===== config.mk =====
export PLATFORM = sky130hd
export DESIGN_NAME = idExStage
export DESIGN_NICKNAME = d
export VERILOG_FILES = /design/src/source/rv_pkg.sv /design/src/source/instDecoder.sv /design/src/source/branchUnit.sv /design/src/source/intAlu.sv /design/src/source/loadStoreUnit.sv /design/src/source/idExStage.sv
export VERILOG_INCLUDE_DIRS = /design/src /design/src/source
export SDC_FILE = /design/constraint.sdc
export NUM_CORES = 1
export LEC_CHECK = 0
export BUFFER_PORTS_ARGS = -buffer_cell sky130_fd_sc_hd__buf_2
export CAP_MARGIN = 20
export CORE_ASPECT_RATIO = 2
export CORE_MARGIN = 2
export CORE_UTILIZATION = 40
export DETAILED_ROUTE_END_ITERATION = 6
export HOLD_SLACK_MARGIN = 0.03
export PLACE_DENSITY = 0.6
export SLEW_MARGIN = 10
export SYNTH_ARGS = -nofsm -noshare
export SYNTH_HDL_FRONTEND = slang
export SYNTH_HIERARCHICAL = 1
export SYNTH_SLANG_ARGS = --single-unit

===== constraint.sdc =====
create_clock -name clk -period 18.4 [get_ports clk]
set_clock_uncertainty 0.2 [all_clocks]
set_input_delay 3.68 -clock clk [delete_from_list [all_inputs] [get_ports clk]]
set_output_delay 3.68 -clock clk [all_outputs]
set_load 0.005 [all_outputs]

===== src/source/rv_consts.svh =====
`ifndef RV_CONSTS_SVH
`define RV_CONSTS_SVH

// data and address width
`define RV_XLEN 32

// register index width
`define RV_REG_IDX_W 5

// byte lane bits of an address
`define RV_LANE_W 2

// link increment for jal and jalr
`define RV_PC_STEP 4

`endif


===== src/source/rv_pkg.sv =====
package rv_pkg;

    typedef enum logic [6:0] {
        opLui    = 7'b0110111,
        opAuipc  = 7'b0010111,
        opJal    = 7'b1101111,
        opJalr   = 7'b1100111,
        opBranch = 7'b1100011,
        opLoad   = 7'b0000011,
        opStore  = 7'b0100011,
        opOpImm  = 7'b0010011,
        opOp     = 7'b0110011
    } opcodeE;

    typedef enum logic [3:0] {
        aluNone    = 4'd0,
        aluAdd     = 4'd1,
        aluSub     = 4'd2,
        aluSll     = 4'd3,
        aluSlt     = 4'd4,
        aluSltu    = 4'd5,
        aluXor     = 4'd6,
        aluSrl     = 4'd7,
        aluSra     = 4'd8,
        aluOr      = 4'd9,
        aluAnd     = 4'd10,
        aluPassImm = 4'd11, // lui
        aluLink    = 4'd12, // pc + step for jal, jalr
        aluAuipc   = 4'd13  // pc + imm
    } aluOpE;

    typedef enum logic [3:0] {
        brNone = 4'd0,
        brJal  = 4'd1,
        brJalr = 4'd2,
        brBeq  = 4'd3,
        brBne  = 4'd4,
        brBlt  = 4'd5,
        brBge  = 4'd6,
        brBltu = 4'd7,
        brBgeu = 4'd8
    } branchOpE;

    typedef enum logic [3:0] {
        memNone = 4'd0,
        memLb   = 4'd1,
        memLh   = 4'd2,
        memLw   = 4'd3,
        memLbu  = 4'd4,
        memLhu  = 4'd5,
        memSb   = 4'd6,
        memSh   = 4'd7,
        memSw   = 4'd8
    } memOpE;

endpackage


===== src/source/instDecoder.sv =====
`timescale 1ns/1ns
`include "rv_consts.svh"

module instDecoder (
    input  logic [`RV_XLEN-1:0]      inst,
    output logic [`RV_REG_IDX_W-1:0] rd,
    output logic [`RV_XLEN-1:0]      imm,
    output rv_pkg::aluOpE            aluOp,
    output logic                     aluUseImm,
    output rv_pkg::branchOpE         branchOp,
    output rv_pkg::memOpE            memOp,
    output logic                     rdWriteEn
);

    rv_pkg::opcodeE     opcode;
    logic [2:0]         funct3;
    logic [6:0]         funct7;
    logic [`RV_XLEN-1:0] immI, immS, immB, immU, immJ;

    assign opcode = rv_pkg::opcodeE'(inst[6:0]);
    assign funct3 = inst[14:12];
    assign funct7 = inst[31:25];
    assign rd     = inst[11:7];

    assign immI = {{20{inst[31]}}, inst[31:20]};
    assign immS = {{20{inst[31]}}, inst[31:25], inst[11:7]};
    assign immB = {{19{inst[31]}}, inst[31], inst[7], inst[30:25], inst[11:8], 1'b0};
    assign immU = {inst[31:12], 12'b0};
    assign immJ = {{11{inst[31]}}, inst[31], inst[19:12], inst[20], inst[30:21], 1'b0};

    always_comb begin
        imm       = '0;
        aluOp     = rv_pkg::aluNone;
        aluUseImm = 1'b0;
        branchOp  = rv_pkg::brNone;
        memOp     = rv_pkg::memNone;
        rdWriteEn = 1'b0;
        case (opcode)
            rv_pkg::opLui: begin
                imm       = immU;
                aluOp     = rv_pkg::aluPassImm;
                aluUseImm = 1'b1;
                rdWriteEn = 1'b1;
            end
            rv_pkg::opAuipc: begin
                imm       = immU;
                aluOp     = rv_pkg::aluAuipc;
                aluUseImm = 1'b1;
                rdWriteEn = 1'b1;
            end
            rv_pkg::opJal: begin
                imm       = immJ;
                aluOp     = rv_pkg::aluLink;
                branchOp  = rv_pkg::brJal;
                rdWriteEn = 1'b1;
            end
            rv_pkg::opJalr: begin
                imm = immI;
                if (funct3 == 3'b000) begin
                    aluOp     = rv_pkg::aluLink;
                    branchOp  = rv_pkg::brJalr;
                    rdWriteEn = 1'b1;
                end
            end
            rv_pkg::opBranch: begin
                imm = immB;
                case (funct3)
                    3'b000:  branchOp = rv_pkg::brBeq;
                    3'b001:  branchOp = rv_pkg::brBne;
                    3'b100:  branchOp = rv_pkg::brBlt;
                    3'b101:  branchOp = rv_pkg::brBge;
                    3'b110:  branchOp = rv_pkg::brBltu;
                    3'b111:  branchOp = rv_pkg::brBgeu;
                    default: branchOp = rv_pkg::brNone;
                endcase
            end
            rv_pkg::opLoad: begin
                imm = immI;
                case (funct3)
                    3'b000:  memOp = rv_pkg::memLb;
                    3'b001:  memOp = rv_pkg::memLh;
                    3'b010:  memOp = rv_pkg::memLw;
                    3'b100:  memOp = rv_pkg::memLbu;
                    3'b101:  memOp = rv_pkg::memLhu;
                    default: memOp = rv_pkg::memNone;
                endcase
                rdWriteEn = (memOp != rv_pkg::memNone);
            end
            rv_pkg::opStore: begin
                imm = immS;
                case (funct3)
                    3'b000:  memOp = rv_pkg::memSb;
                    3'b001:  memOp = rv_pkg::memSh;
                    3'b010:  memOp = rv_pkg::memSw;
                    default: memOp = rv_pkg::memNone;
                endcase
            end
            rv_pkg::opOpImm: begin
                imm       = immI;
                aluUseImm = 1'b1;
                case (funct3)
                    3'b000: aluOp = rv_pkg::aluAdd;
                    3'b010: aluOp = rv_pkg::aluSlt;
                    3'b011: aluOp = rv_pkg::aluSltu;
                    3'b100: aluOp = rv_pkg::aluXor;
                    3'b110: aluOp = rv_pkg::aluOr;
                    3'b111: aluOp = rv_pkg::aluAnd;
                    3'b001: aluOp = (funct7 == 7'h00) ? rv_pkg::aluSll : rv_pkg::aluNone;
                    default: begin // 101, srli or srai
                        if (funct7 == 7'h00) begin
                            aluOp = rv_pkg::aluSrl;
                        end else if (funct7 == 7'h20) begin
                            aluOp = rv_pkg::aluSra;
                        end
                    end
                endcase
                aluUseImm = (aluOp != rv_pkg::aluNone);
                rdWriteEn = (aluOp != rv_pkg::aluNone);
            end
            rv_pkg::opOp: begin
                case ({funct7, funct3})
                    10'b0000000_000: aluOp = rv_pkg::aluAdd;
                    10'b0100000_000: aluOp = rv_pkg::aluSub;
                    10'b0000000_001: aluOp = rv_pkg::aluSll;
                    10'b0000000_010: aluOp = rv_pkg::aluSlt;
                    10'b0000000_011: aluOp = rv_pkg::aluSltu;
                    10'b0000000_100: aluOp = rv_pkg::aluXor;
                    10'b0000000_101: aluOp = rv_pkg::aluSrl;
                    10'b0100000_101: aluOp = rv_pkg::aluSra;
                    10'b0000000_110: aluOp = rv_pkg::aluOr;
                    10'b0000000_111: aluOp = rv_pkg::aluAnd;
                    default:         aluOp = rv_pkg::aluNone; // mul/div land here too
                endcase
                rdWriteEn = (aluOp != rv_pkg::aluNone);
            end
            default: begin
                imm = '0; // unsupported opcode
            end
        endcase
    end

endmodule


===== src/source/branchUnit.sv =====
`timescale 1ns/1ns
`include "rv_consts.svh"

module branchUnit (
    input  logic [`RV_XLEN-1:0] pc,
    input  logic [`RV_XLEN-1:0] rs1Data,
    input  logic [`RV_XLEN-1:0] rs2Data,
    input  logic [`RV_XLEN-1:0] imm,
    input  rv_pkg::branchOpE    branchOp,
    output logic                jumpEn,
    output logic [`RV_XLEN-1:0] jumpAddr
);

    logic [`RV_XLEN-1:0] pcTarget;
    logic [`RV_XLEN-1:0] regTarget;
    logic                isEqual;
    logic                ltSigned;
    logic                ltUnsigned;

    assign pcTarget   = pc + imm;
    assign regTarget  = (rs1Data + imm) & ~`RV_XLEN'(1); // jalr clears bit 0
    assign isEqual    = (rs1Data == rs2Data);
    assign ltSigned   = ($signed(rs1Data) < $signed(rs2Data));
    assign ltUnsigned = (rs1Data < rs2Data);

    always_comb begin
        jumpEn   = 1'b0;
        jumpAddr = pcTarget;
        case (branchOp)
            rv_pkg::brJal: begin
                jumpEn = 1'b1;
            end
            rv_pkg::brJalr: begin
                jumpEn   = 1'b1;
                jumpAddr = regTarget;
            end
            rv_pkg::brBeq: begin
                jumpEn = isEqual;
            end
            rv_pkg::brBne: begin
                jumpEn = ~isEqual;
            end
            rv_pkg::brBlt: begin
                jumpEn = ltSigned;
            end
            rv_pkg::brBge: begin
                jumpEn = ~ltSigned;
            end
            rv_pkg::brBltu: begin
                jumpEn = ltUnsigned;
            end
            rv_pkg::brBgeu: begin
                jumpEn = ~ltUnsigned;
            end
            default: begin
                jumpAddr = '0; // no branch
            end
        endcase
    end

endmodule


===== src/source/intAlu.sv =====
`timescale 1ns/1ns
`include "rv_consts.svh"

module intAlu (
    input  logic [`RV_XLEN-1:0] pc,
    input  logic [`RV_XLEN-1:0] rs1Data,
    input  logic [`RV_XLEN-1:0] rs2Data,
    input  logic [`RV_XLEN-1:0] imm,
    input  rv_pkg::aluOpE       aluOp,
    input  logic                aluUseImm,
    output logic [`RV_XLEN-1:0] aluResult
);

    logic [`RV_XLEN-1:0] operandB;
    logic [4:0]          shamt;
    logic                ltSigned;
    logic                ltUnsigned;

    assign operandB   = aluUseImm ? imm : rs2Data;
    assign shamt      = operandB[4:0]; // low five bits only
    assign ltSigned   = ($signed(rs1Data) < $signed(operandB));
    assign ltUnsigned = (rs1Data < operandB);

    always_comb begin
        case (aluOp)
            rv_pkg::aluAdd: begin
                aluResult = rs1Data + operandB;
            end
            rv_pkg::aluSub: begin
                aluResult = rs1Data - operandB;
            end
            rv_pkg::aluSll: begin
                aluResult = rs1Data << shamt;
            end
            rv_pkg::aluSlt: begin
                aluResult = {{(`RV_XLEN-1){1'b0}}, ltSigned};
            end
            rv_pkg::aluSltu: begin
                aluResult = {{(`RV_XLEN-1){1'b0}}, ltUnsigned};
            end
            rv_pkg::aluXor: begin
                aluResult = rs1Data ^ operandB;
            end
            rv_pkg::aluSrl: begin
                aluResult = rs1Data >> shamt;
            end
            rv_pkg::aluSra: begin
                aluResult = $unsigned($signed(rs1Data) >>> shamt);
            end
            rv_pkg::aluOr: begin
                aluResult = rs1Data | operandB;
            end
            rv_pkg::aluAnd: begin
                aluResult = rs1Data & operandB;
            end
            rv_pkg::aluPassImm: begin
                aluResult = operandB; // lui
            end
            rv_pkg::aluLink: begin
                aluResult = pc + `RV_XLEN'(`RV_PC_STEP);
            end
            rv_pkg::aluAuipc: begin
                aluResult = pc + operandB;
            end
            default: begin
                aluResult = '0;
            end
        endcase
    end

endmodule


===== src/source/loadStoreUnit.sv =====
`timescale 1ns/1ns
`include "rv_consts.svh"

module loadStoreUnit (
    input  logic [`RV_XLEN-1:0] rs1Data,
    input  logic [`RV_XLEN-1:0] rs2Data,
    input  logic [`RV_XLEN-1:0] imm,
    input  logic [`RV_XLEN-1:0] busReadData,
    input  rv_pkg::memOpE       memOp,
    output logic [`RV_XLEN-1:0] busAddr,
    output logic                busWriteEn,
    output logic [`RV_XLEN-1:0] busWriteData,
    output logic                loadEn,
    output logic [`RV_XLEN-1:0] loadData
);

    logic [`RV_LANE_W-1:0] lane;
    logic [7:0]            laneByte;
    logic [15:0]           laneHalf;

    assign busAddr = (memOp == rv_pkg::memNone) ? '0 : rs1Data + imm;
    assign lane    = busAddr[`RV_LANE_W-1:0];

    // byte and half picked out of the read word
    always_comb begin
        case (lane)
            2'd0:    laneByte = busReadData[7:0];
            2'd1:    laneByte = busReadData[15:8];
            2'd2:    laneByte = busReadData[23:16];
            default: laneByte = busReadData[31:24];
        endcase
        laneHalf = (lane == 2'd0) ? busReadData[15:0] : busReadData[31:16];
    end

    always_comb begin
        busWriteEn   = 1'b1;
        busWriteData = busReadData;
        case (memOp)
            rv_pkg::memSb: begin
                case (lane)
                    2'd0:    busWriteData[7:0]   = rs2Data[7:0];
                    2'd1:    busWriteData[15:8]  = rs2Data[7:0];
                    2'd2:    busWriteData[23:16] = rs2Data[7:0];
                    default: busWriteData[31:24] = rs2Data[7:0];
                endcase
            end
            rv_pkg::memSh: begin
                if (lane == 2'd0) begin
                    busWriteData[15:0] = rs2Data[15:0];
                end else begin
                    busWriteData[31:16] = rs2Data[15:0]; // any other lane, upper half
                end
            end
            rv_pkg::memSw: begin
                busWriteData = rs2Data;
            end
            default: begin
                busWriteEn   = 1'b0;
                busWriteData = '0;
            end
        endcase
    end

    always_comb begin
        loadEn = 1'b1;
        case (memOp)
            rv_pkg::memLb:  loadData = {{(`RV_XLEN-8){laneByte[7]}}, laneByte};
            rv_pkg::memLh:  loadData = {{(`RV_XLEN-16){laneHalf[15]}}, laneHalf};
            rv_pkg::memLw:  loadData = busReadData;
            rv_pkg::memLbu: loadData = {{(`RV_XLEN-8){1'b0}}, laneByte};
            rv_pkg::memLhu: loadData = {{(`RV_XLEN-16){1'b0}}, laneHalf};
            default: begin
                loadEn   = 1'b0;
                loadData = '0;
            end
        endcase
    end

endmodule


===== src/source/idExStage.sv =====
`timescale 1ns/1ns
`include "rv_consts.svh"

module idExStage (
    input  logic                     clk,
    input  logic                     reset,
    input  logic                     inValid,
    output logic                     inReady,
    input  logic [`RV_XLEN-1:0]      pc,
    input  logic [`RV_XLEN-1:0]      inst,
    input  logic [`RV_XLEN-1:0]      rs1Data,
    input  logic [`RV_XLEN-1:0]      rs2Data,
    input  logic [`RV_XLEN-1:0]      busReadData,
    output logic                     outValid,
    input  logic                     outReady,
    output logic                     rdWriteEn,
    output logic [`RV_REG_IDX_W-1:0] rd,
    output logic [`RV_XLEN-1:0]      rdData,
    output logic                     jumpEn,
    output logic [`RV_XLEN-1:0]      jumpAddr,
    output logic                     busWriteEn,
    output logic [`RV_XLEN-1:0]      busAddr,
    output logic [`RV_XLEN-1:0]      busWriteData
);

    logic [`RV_REG_IDX_W-1:0] decRd;
    logic [`RV_XLEN-1:0]      imm;
    rv_pkg::aluOpE            aluOp;
    logic                     aluUseImm;
    rv_pkg::branchOpE         branchOp;
    rv_pkg::memOpE            memOp;
    logic                     decRdWriteEn;
    logic                     nextJumpEn;
    logic [`RV_XLEN-1:0]      nextJumpAddr;
    logic [`RV_XLEN-1:0]      aluResult;
    logic [`RV_XLEN-1:0]      nextBusAddr;
    logic                     nextBusWriteEn;
    logic [`RV_XLEN-1:0]      nextBusWriteData;
    logic                     loadEn;
    logic [`RV_XLEN-1:0]      loadData;
    logic [`RV_XLEN-1:0]      nextRdData;
    logic                     accept;

    assign inReady = ~outValid | outReady; // slot free or draining this edge
    assign accept  = inValid & inReady;

    instDecoder u_instDecoder (
        .inst      (inst),
        .rd        (decRd),
        .imm       (imm),
        .aluOp     (aluOp),
        .aluUseImm (aluUseImm),
        .branchOp  (branchOp),
        .memOp     (memOp),
        .rdWriteEn (decRdWriteEn)
    );

    branchUnit u_branchUnit (
        .pc       (pc),
        .rs1Data  (rs1Data),
        .rs2Data  (rs2Data),
        .imm      (imm),
        .branchOp (branchOp),
        .jumpEn   (nextJumpEn),
        .jumpAddr (nextJumpAddr)
    );

    intAlu u_intAlu (
        .pc        (pc),
        .rs1Data   (rs1Data),
        .rs2Data   (rs2Data),
        .imm       (imm),
        .aluOp     (aluOp),
        .aluUseImm (aluUseImm),
        .aluResult (aluResult)
    );

    loadStoreUnit u_loadStoreUnit (
        .rs1Data      (rs1Data),
        .rs2Data      (rs2Data),
        .imm          (imm),
        .busReadData  (busReadData),
        .memOp        (memOp),
        .busAddr      (nextBusAddr),
        .busWriteEn   (nextBusWriteEn),
        .busWriteData (nextBusWriteData),
        .loadEn       (loadEn),
        .loadData     (loadData)
    );

    assign nextRdData = loadEn ? loadData : aluResult;

    always_ff @(posedge clk) begin
        if (reset) begin
            outValid     <= 1'b0;
            rdWriteEn    <= 1'b0;
            rd           <= '0;
            rdData       <= '0;
            jumpEn       <= 1'b0;
            jumpAddr     <= '0;
            busWriteEn   <= 1'b0;
            busAddr      <= '0;
            busWriteData <= '0;
        end else if (accept) begin
            outValid     <= 1'b1;
            rdWriteEn    <= decRdWriteEn;
            rd           <= decRd;
            rdData       <= nextRdData;
            jumpEn       <= nextJumpEn;
            jumpAddr     <= nextJumpAddr;
            busWriteEn   <= nextBusWriteEn;
            busAddr      <= nextBusAddr;
            busWriteData <= nextBusWriteData;
        end else if (outReady) begin
            outValid <= 1'b0; // beat left, nothing new
        end
    end

endmodule


==> summary by stage, run 1 <==
Clocking
The number of resized instances in the post-cts repair step is 0. The maximum clock path buffer count is 2. TritonCTS built the clock tree.

Buffers inserted to repair hold after CTS numbered 0. The number of buffers inserted by post-CTS setup repair is 0. In this run the number of H-tree levels came out at 4.

The tree built by TritonCTS fans out to 137 sinks. TritonCTS created 17 clock buffers. The later pin in the worst-skew pair is clocked with a latency of 0.48 ns. The cell at the root of the clock tree is sky130_fd_sc_hd__clkbuf_16. After clock tree synthesis, the clock-pin slew on the worst setup and hold paths is 0.07 ns.

Timing
The final sum of negative setup slack is 0 ns. Setup repair after global routing left no endpoint under its margin. After layout, the minimum clock period comes to 10.37 ns.

The count of pins over their slew limit came to 0. The transition time at the pin with the least slew margin is 1.29 ns. Setup violations remaining at the end of the flow were counted as 0. In this run the tightest slew margin relative to its limit is 14.1%. After layout, the worst path uses 56.3% of the clock period.

The highest achievable clock rate is 96.5 MHz. The final hold slack is 0.258 ns. The number of hold violations in the final report is 0.

Cells and area
The share of final-layout standard cells stronger than drive strength 1 is 16.0%. The area growth from synthesis to final layout is 11.0%. Once layout is done, the placed cells without fillers occupy 0.0282 mm². The filler cells instantiated in the layout total 6,617. The layout net count is 4,026.

Placed design
The count of buffers from port buffering is 301. The final weighted congestion in routability-driven placement is 1.09. The cell area after placement is 0.0274 mm². Detailed placement ended at an HPWL of 122 mm.

Synth
The top cell type by area accounts for 12.9% of the synthesized area. The mapped netlist covers 0.0254 mm². The synthesis-stage register bit count is 137. Each instance of the synthesized netlist takes up on average 7.43 µm².

The net count of the mapped netlist is 3,850. The most used flip-flop cell after synthesis is sky130_fd_sc_hd__dfxtp_1. For this run, asynchronously set or reset flops after synthesis account for 0%. For this run, the number of Yosys warnings is 6. Sequential elements use 10.8% of the synthesized area. In the synthesized netlist, the cells that appear most often are sky130_fd_sc_hd__nand2_1 (310), sky130_fd_sc_hd__a21oi_1 (308), sky130_fd_sc_hd__ha_1 (261). The number of flops mapped to enable cells by yosys is 0.

The distinct cell type count after synthesis is 115. After synthesis, the cell types taking the most area are sky130_fd_sc_hd__ha_1 (13%), sky130_fd_sc_hd__dfxtp_1 (11%), sky130_fd_sc_hd__mux2i_1 (7.8%), sky130_fd_sc_hd__a21oi_1 (6.1%), sky130_fd_sc_hd__nand2_1 (4.6%). sky130_fd_sc_hd__ha_1 takes more of the synthesized area than any other cell. The dominant cell by count in the synthesized netlist is sky130_fd_sc_hd__nand2_1.

Synthesis handed over a netlist of 3,420 instances.

Floorplanning
The floorplan step defined a die boundary enclosing 0.0657 mm². After floorplanning, the core was sized to cover 0.0628 mm². Measured along the y axis, the die boundary spans 360 µm.

The number of cell rows is 130. The initial cell density of the core is 40.5%. The boundary pin count is 302. The width of the chip is 182 µm.

Drt
The count of nets left with antenna violations once routing finished came out at 0. The routed layout has 30,860 vias. After detailed routing, the number of remaining DRC violations is 5. For this run, the detailed router's first-pass iteration total came to 7.

The first routing iteration left 3,310 violations. Summed over all layers, the routed wires come to 160 mm. The post-detailed-route wirelength per cell is 36.2 µm. After detailed routing, the number of vias per cell comes to 6.99.

Run status
The run finished, with violations left. The checks that failed: design-rule violations.

Worst setup path
For the worst setup path, the data arrival time is 10.53 ns. The largest fanout of any net on the critical path is 36. The family with the most delay on the worst path is simple AND/OR/NAND/NOR gates.

The worst reg2reg path endpoint is busAddr[31]. The critical path startpoint category is an input port. The register-to-register setup slack is 15.97 ns.

The required time of the critical path is 18.56 ns. In this design, the stage delay of the slowest critical-path cell is 0.99 ns. The worst setup path is of the in2reg kind.

The number of buffers and inverters on the critical path is 2. STA classifies the critical path endpoint as a flip-flop. The slowest stage of the critical path is the sky130_fd_sc_hd__a211oi_1 cell. By instance count, the cell type seen most on the critical path is sky130_fd_sc_hd__mux2i_1.

The startpoint of the most critical register-to-register path is outValid. The cell depth of the worst flop-to-flop path is 4. Walking the worst path, the cells encountered are buf_2 > or4_4 > nor3_4 > a21boi_1 > o32ai_4 > buf_4 > mux2i_1 > ha_1 > nor2_1 > or3_1 > o21ai_0 > a211oi_1 > a211oi_1 > nor4b_1 > mux2i_1 > o221ai_1 > mux2i_1 > o2bb2ai_1.

Min path
The launch instance of the worst min-delay path is rdData[7]. The class of the tightest hold or removal check is reg2reg. The count of cells along the worst hold path is 1. The end point of the worst hold path is rdData[7].

Global route
The initial antenna violation count is 26. The global-route wire length before repair is 222 mm. The number of global-route vias before repair is 29,632. For this run the aggregate overflow at the end of global routing stands at 0. The maximum number of pins on one net before global-route repair is 165. The total routing resource utilization after global routing is 47.5%.

Power
The analysis attributes to cell leakage a power of 0.0126 µW. The overall power of the completed layout is 1290 µW. For this design the ratio of total power to cell area is 45.7 mW/mm². The worst-case IR drop observed on VDD is 0.0697 mV.

Job
Max-cap violations in this run came to 0.
==> kinds of logic (layout without fill, tap and decap cells) <==
group	Yosys count	in the layout	share of synthesized area [%]
buf+inv	397	586	7.05
other cells	0	13	0
compound gates	1190	1190	33.3
fa+ha+maj	266	266	13.2
mux	258	258	10.9
flops	137	137	10.8
simple gates	1011	1011	19.2
xor+xnor	161	161	5.55
==> metrics by stage <==
| step | setup slack, ns | instances | utilization, % |
|---|---|---|---|
| 6_report | 8.03 | 4414 | 44.9 |
| 5_1_grt | 7.93 | 4402 | 44.9 |
| 4_1_cts | 8.25 | 4390 | 44.7 |
| 3_5_place_dp | 7.75 | 4358 | 43.7 |
| 3_3_place_gp | 7.86 | 4356 | 43.7 |
| 2_1_floorplan | 9.55 | 3420 | - |
==> layout by cell type (no fill, tap or decap), drive strengths merged, types with 18 or more instances in the layout <==
master,instances
buf,385
a21oi,316
nand2,310
ha,261
nor2,219
mux2i,200
nand3,179
inv,175
o21ai,175
dfxtp,137
a21bo,104
a21o,93
xnor2,90
xor2,71
nor3,64
mux2,49
o211ai,48
o22ai,46
a211oi,45
o221ai,36
and3,35
nand4,34
o2bb2ai,32
nor2b,32
a221oi,30
nand2b,29
a31oi,27
o21bai,25
a22oi,25
and2,24
a221o,22
a22o,20
clkbuf,20
o21a,19
or3,19
nor4,18
==> worst max-delay path by stage <==
| stage | startpoint | to | slack [ns] | depth (start not counted) |
|---|---|---|---|---|
| 2_1_floorplan | inst[31] | rdData[24] | 9.55 | 22 |
| 3_3_place_gp | inst[31] | rdData[21] | 7.86 | 21 |
| 3_5_place_dp | inst[31] | rdData[21] | 7.75 | 21 |
| 4_1_cts | inst[31] | rdData[21] | 8.25 | 21 |
| 5_1_grt | inst[31] | rdData[17] | 7.93 | 19 |
| 6_report | inst[31] | rdData[24] | 8.03 | 18 |
==> metal layers <==
metal	part of all wire [%]	GRT usage, %	vias up
met3	8.9	15.6	885
li1	-	-	13127
met5	0.073	0	-
met1	32	44.7	14727
met4	14	54.5	18
met2	45	76.0	2103
==> cell type report <==
cell class              count  area [µm²]  area share, %
diodes                     13        32.5          0.115
clock buffers              17         425           1.51
clock inverters            15         175          0.621
inverters                 166         623           2.21
multi-input cells        2886       21000           74.6
flip-flops and latches    137        2740           9.72
well taps                 792         991           3.51
repair buffers            388        2190           7.75
==> sequential cells by signal (all words and copies together), names as in the netlist <==
register	flops
jumpEn	1
rdWriteEn	1
jumpAddr	32
busWriteData	32
rdData	32
rd	5
outValid	1
busAddr	32
busWriteEn	1
==> power by group <==
| part | internal (µW) | switching [µW] | total [µW] |
|---|---|---|---|
| combinational | 186 | 436 | 622 |
| clock | 194 | 171 | 365 |
| sequential | 300 | 3.09 | 304 |
(Power assumes the default switching activity.)
==> run 2: changes to the inputs <==
Clock period 18.4 ns to 10.84 ns, I/O delays scaled along.
==> run 2 against run 1 <==
  * The flow still finishes with violations (design-rule violations)
  * Register-to-register slack lost 8.3 ns
  * Sequential share of layout area is essentially flat
  * Sequential power grew 69%
  * Clock power grew 71%
  * Via count shrank 1.9%
  * Cell count shrank 0.36%
  * Power grew 67%
  * Final area shrank 0.49%
  * Critical path type unchanged
  * Largest cell class unchanged
  * Highest routed layer unchanged
==> summary by stage, run 2 (same netlist as run 1, synthesis figures left out) <==
Cells and area
The layout net count is 4,016 (-0.25%). The area of all placed cells without fillers is 0.0281 mm² (-0.49%). Relative to the synthesized area, the layout overhead comes to 10.5%. The commonest non-fill, non-tap cell in the layout is sky130_fd_sc_hd__nand2_1. The share of final-layout standard cells stronger than drive strength 1 was 15.5% (-0.51 points). The library cells used most frequently in the layout, excluding fill and tap cells, are sky130_fd_sc_hd__nand2_1 (310), sky130_fd_sc_hd__a21oi_1 (307), sky130_fd_sc_hd__buf_2 (301).

Global route
The maximum number of pins on one net before global-route repair is 120 (-27%). The number of global-route vias before repair is 29,097 (-1.8%). The sum of overflow across all layers after global routing is 0 (unchanged). The initial antenna violation count is 20 (-23%). The global-route wire length before repair is 212 mm (-4.4%). The total routing resource utilization after global routing is 44.8% (-2.8 points).

Drt
The remaining routing DRC violations is 1 (-4). The ratio of routed vias to standard cells was 6.88 (-1.6%). The post-detailed-route wirelength per cell came to 34.1 µm (-5.8%). The post-detailed-routing wire length is 150 mm (-6.1%). The violation count after the first detailed-routing iteration is 3,527 (+6.6%). The number of optimization iterations in the first detailed-route pass is 7 (unchanged).

The number of nets still failing antenna checks after routing came to 0 (unchanged). The overall via count from detail_route was 30,265 (-1.9%).

Worst setup path
The cell occurring most often along the worst timing path is sky130_fd_sc_hd__nor2b_1. The longest individual stage delay on the worst path came to 1.10 ns (+0.11 ns). The worst setup path is of the in2reg kind. The signal arrival time at the worst endpoint is 9.84 ns (-0.69 ns).

The slowest stage of the critical path is the sky130_fd_sc_hd__a22oi_1 cell. The largest fanout of any net on the critical path is 31 (-14%). Traced cell by cell, the critical path runs through buf_2 > nor2b_1 > nor2b_1 > a22o_1 > o32ai_2 > nor2b_1 > nand3_1 > buf_4 > mux2_2 > ha_1 > nand3_1 > o21ai_0 > a21oi_1 > a22oi_1 > a41oi_1 > and3_1 > o21ai_0 > o211ai_1 > mux2i_1 > o2bb2ai_1. The required time of the critical path is 11.01 ns (-7.55 ns). STA classifies the critical path startpoint as an input port. STA classifies the critical path endpoint as a flip-flop.

Run status
The final reports fail on design-rule violations. The flow ran to the end, but the final reports show violations.

Clocking
The cell at the root of the clock tree is sky130_fd_sc_hd__clkbuf_16. The clock slew at the register clock pins of the worst setup and hold paths is 0.08 ns (about the same). The number of resized instances in the post-cts repair step came to 0 (unchanged).

The maximum clock path buffer count is 2 (unchanged). The TritonCTS sink count came to 137 (unchanged). The clock tree from TritonCTS is yes.

The clock insertion delay at the later pin of the skew report is 0.49 ns (about the same). The number of H-tree branching levels was 4 (unchanged). The number of CTS-inserted buffers is 17 (unchanged). The number of buffers inserted by post-CTS setup repair is 0 (unchanged).

The number of hold buffers added after cts is 0 (unchanged).

Timing
The final sum of negative setup slack came to 0 ns (unchanged). Setup repair after global routing left no endpoint under its margin. The number of hold violations in the final report is 0 (unchanged).

The count of pins over their slew limit is 0 (unchanged). Timing would allow up to 103 MHz. Of the available clock period, the critical path in the final layout requires 89.3%.

The transition time at the pin with the least slew margin came to 1.34 ns (+0.0520 ns). The routed design could run at a clock period as short as 9.68 ns. The relative max-transition margin was 10.6% (-3.5 points).

The count of final setup violators is 0 (unchanged).

Floorplanning
The full die area is 0.0657 mm² (unchanged). The placeable core region came to 0.0628 mm² (unchanged). The width of the chip came to 182 µm (unchanged). The floorplan die height is 360 µm (unchanged). The boundary pin count came to 302 (unchanged). The number of cell rows came to 130 (unchanged).

The initial cell density of the core was 40.5% (unchanged).

Placed design
The count of buffers from port buffering is 301 (unchanged). The placed wire-length estimate after detailed placement is 113 mm (-7.5%). The final weighted congestion in routability-driven placement is 1.14 (+4.6%). The cell area after placement is 0.0273 mm² (-0.46%).

Power
The peak ir drop on the vdd network was 0.126 mV (+80%). The leakage power of the design came to 0.0125 µW (-0.49%). The power density over the cells came to 76.8 mW/mm² (+68%).

Job
The max-capacitance violation count is 0 (unchanged).

Min path
In this run the worst hold path is classified as reg2reg.
==> run 2: final cells by class <==
class                      count  area [µm²]
inverter                     166         623
antenna                        7        17.5
timing repair buffer         378        2090
sequential                   137        2740
clock inverter                15         179
clock buffer                  17         425
multi-input combinational   2886       21000
tap                          792         991
fill                        6737       34700
==> run 2: metrics by stage <==
stage               util (%)  total power (µW)  cells  hold slack [ns]  worst slack (ns)
finish                  44.7              2160   4398            0.271              1.16
global route            44.7              2220   4392            0.292              1.21
CTS                     44.5              2090   4376            0.278              2.32
detailed placement      43.5              1470   4344            0.258              1.81
global placement        43.5              1470   4341            0.252              1.93
floorplan                  -              1100   3420            0.256              3.50
==> run 2: metal layers <==
layer,global-route usage (%),vias up,wire length (µm)
li1,-,13102,-
met3,15.2,788,14100
met5,0,-,135
met1,44.3,14464,49000
met2,70.7,1893,67100
met4,46.8,18,19400
==> run 2: power breakdown <==
part	internal [µW]	switching, µW
sequential	510	5.55
clock	311	312
combinational	311	707
total	1130	1020
==> run 2: worst paths after layout <==
path	cells after the start	end	start	slack, ns
setup / recovery	20	rdData[27]	inst[12]	1.16
hold / removal	1	rdData[2]	rdData[2]	0.27
setup reg to reg	5	busAddr[31]	outValid	7.64
hold reg to reg	1	rdData[2]	rdData[2]	0.27
==> run 2: critical path, delay by kind of cell <==
family                     cells  cell delay, ns
AOI/OAI and AO/OA              9            4.03
and+or+nand+nor                6            1.97
buffers and inverters          2            0.79
muxes                          2            0.47
adders and majority gates      1            0.35
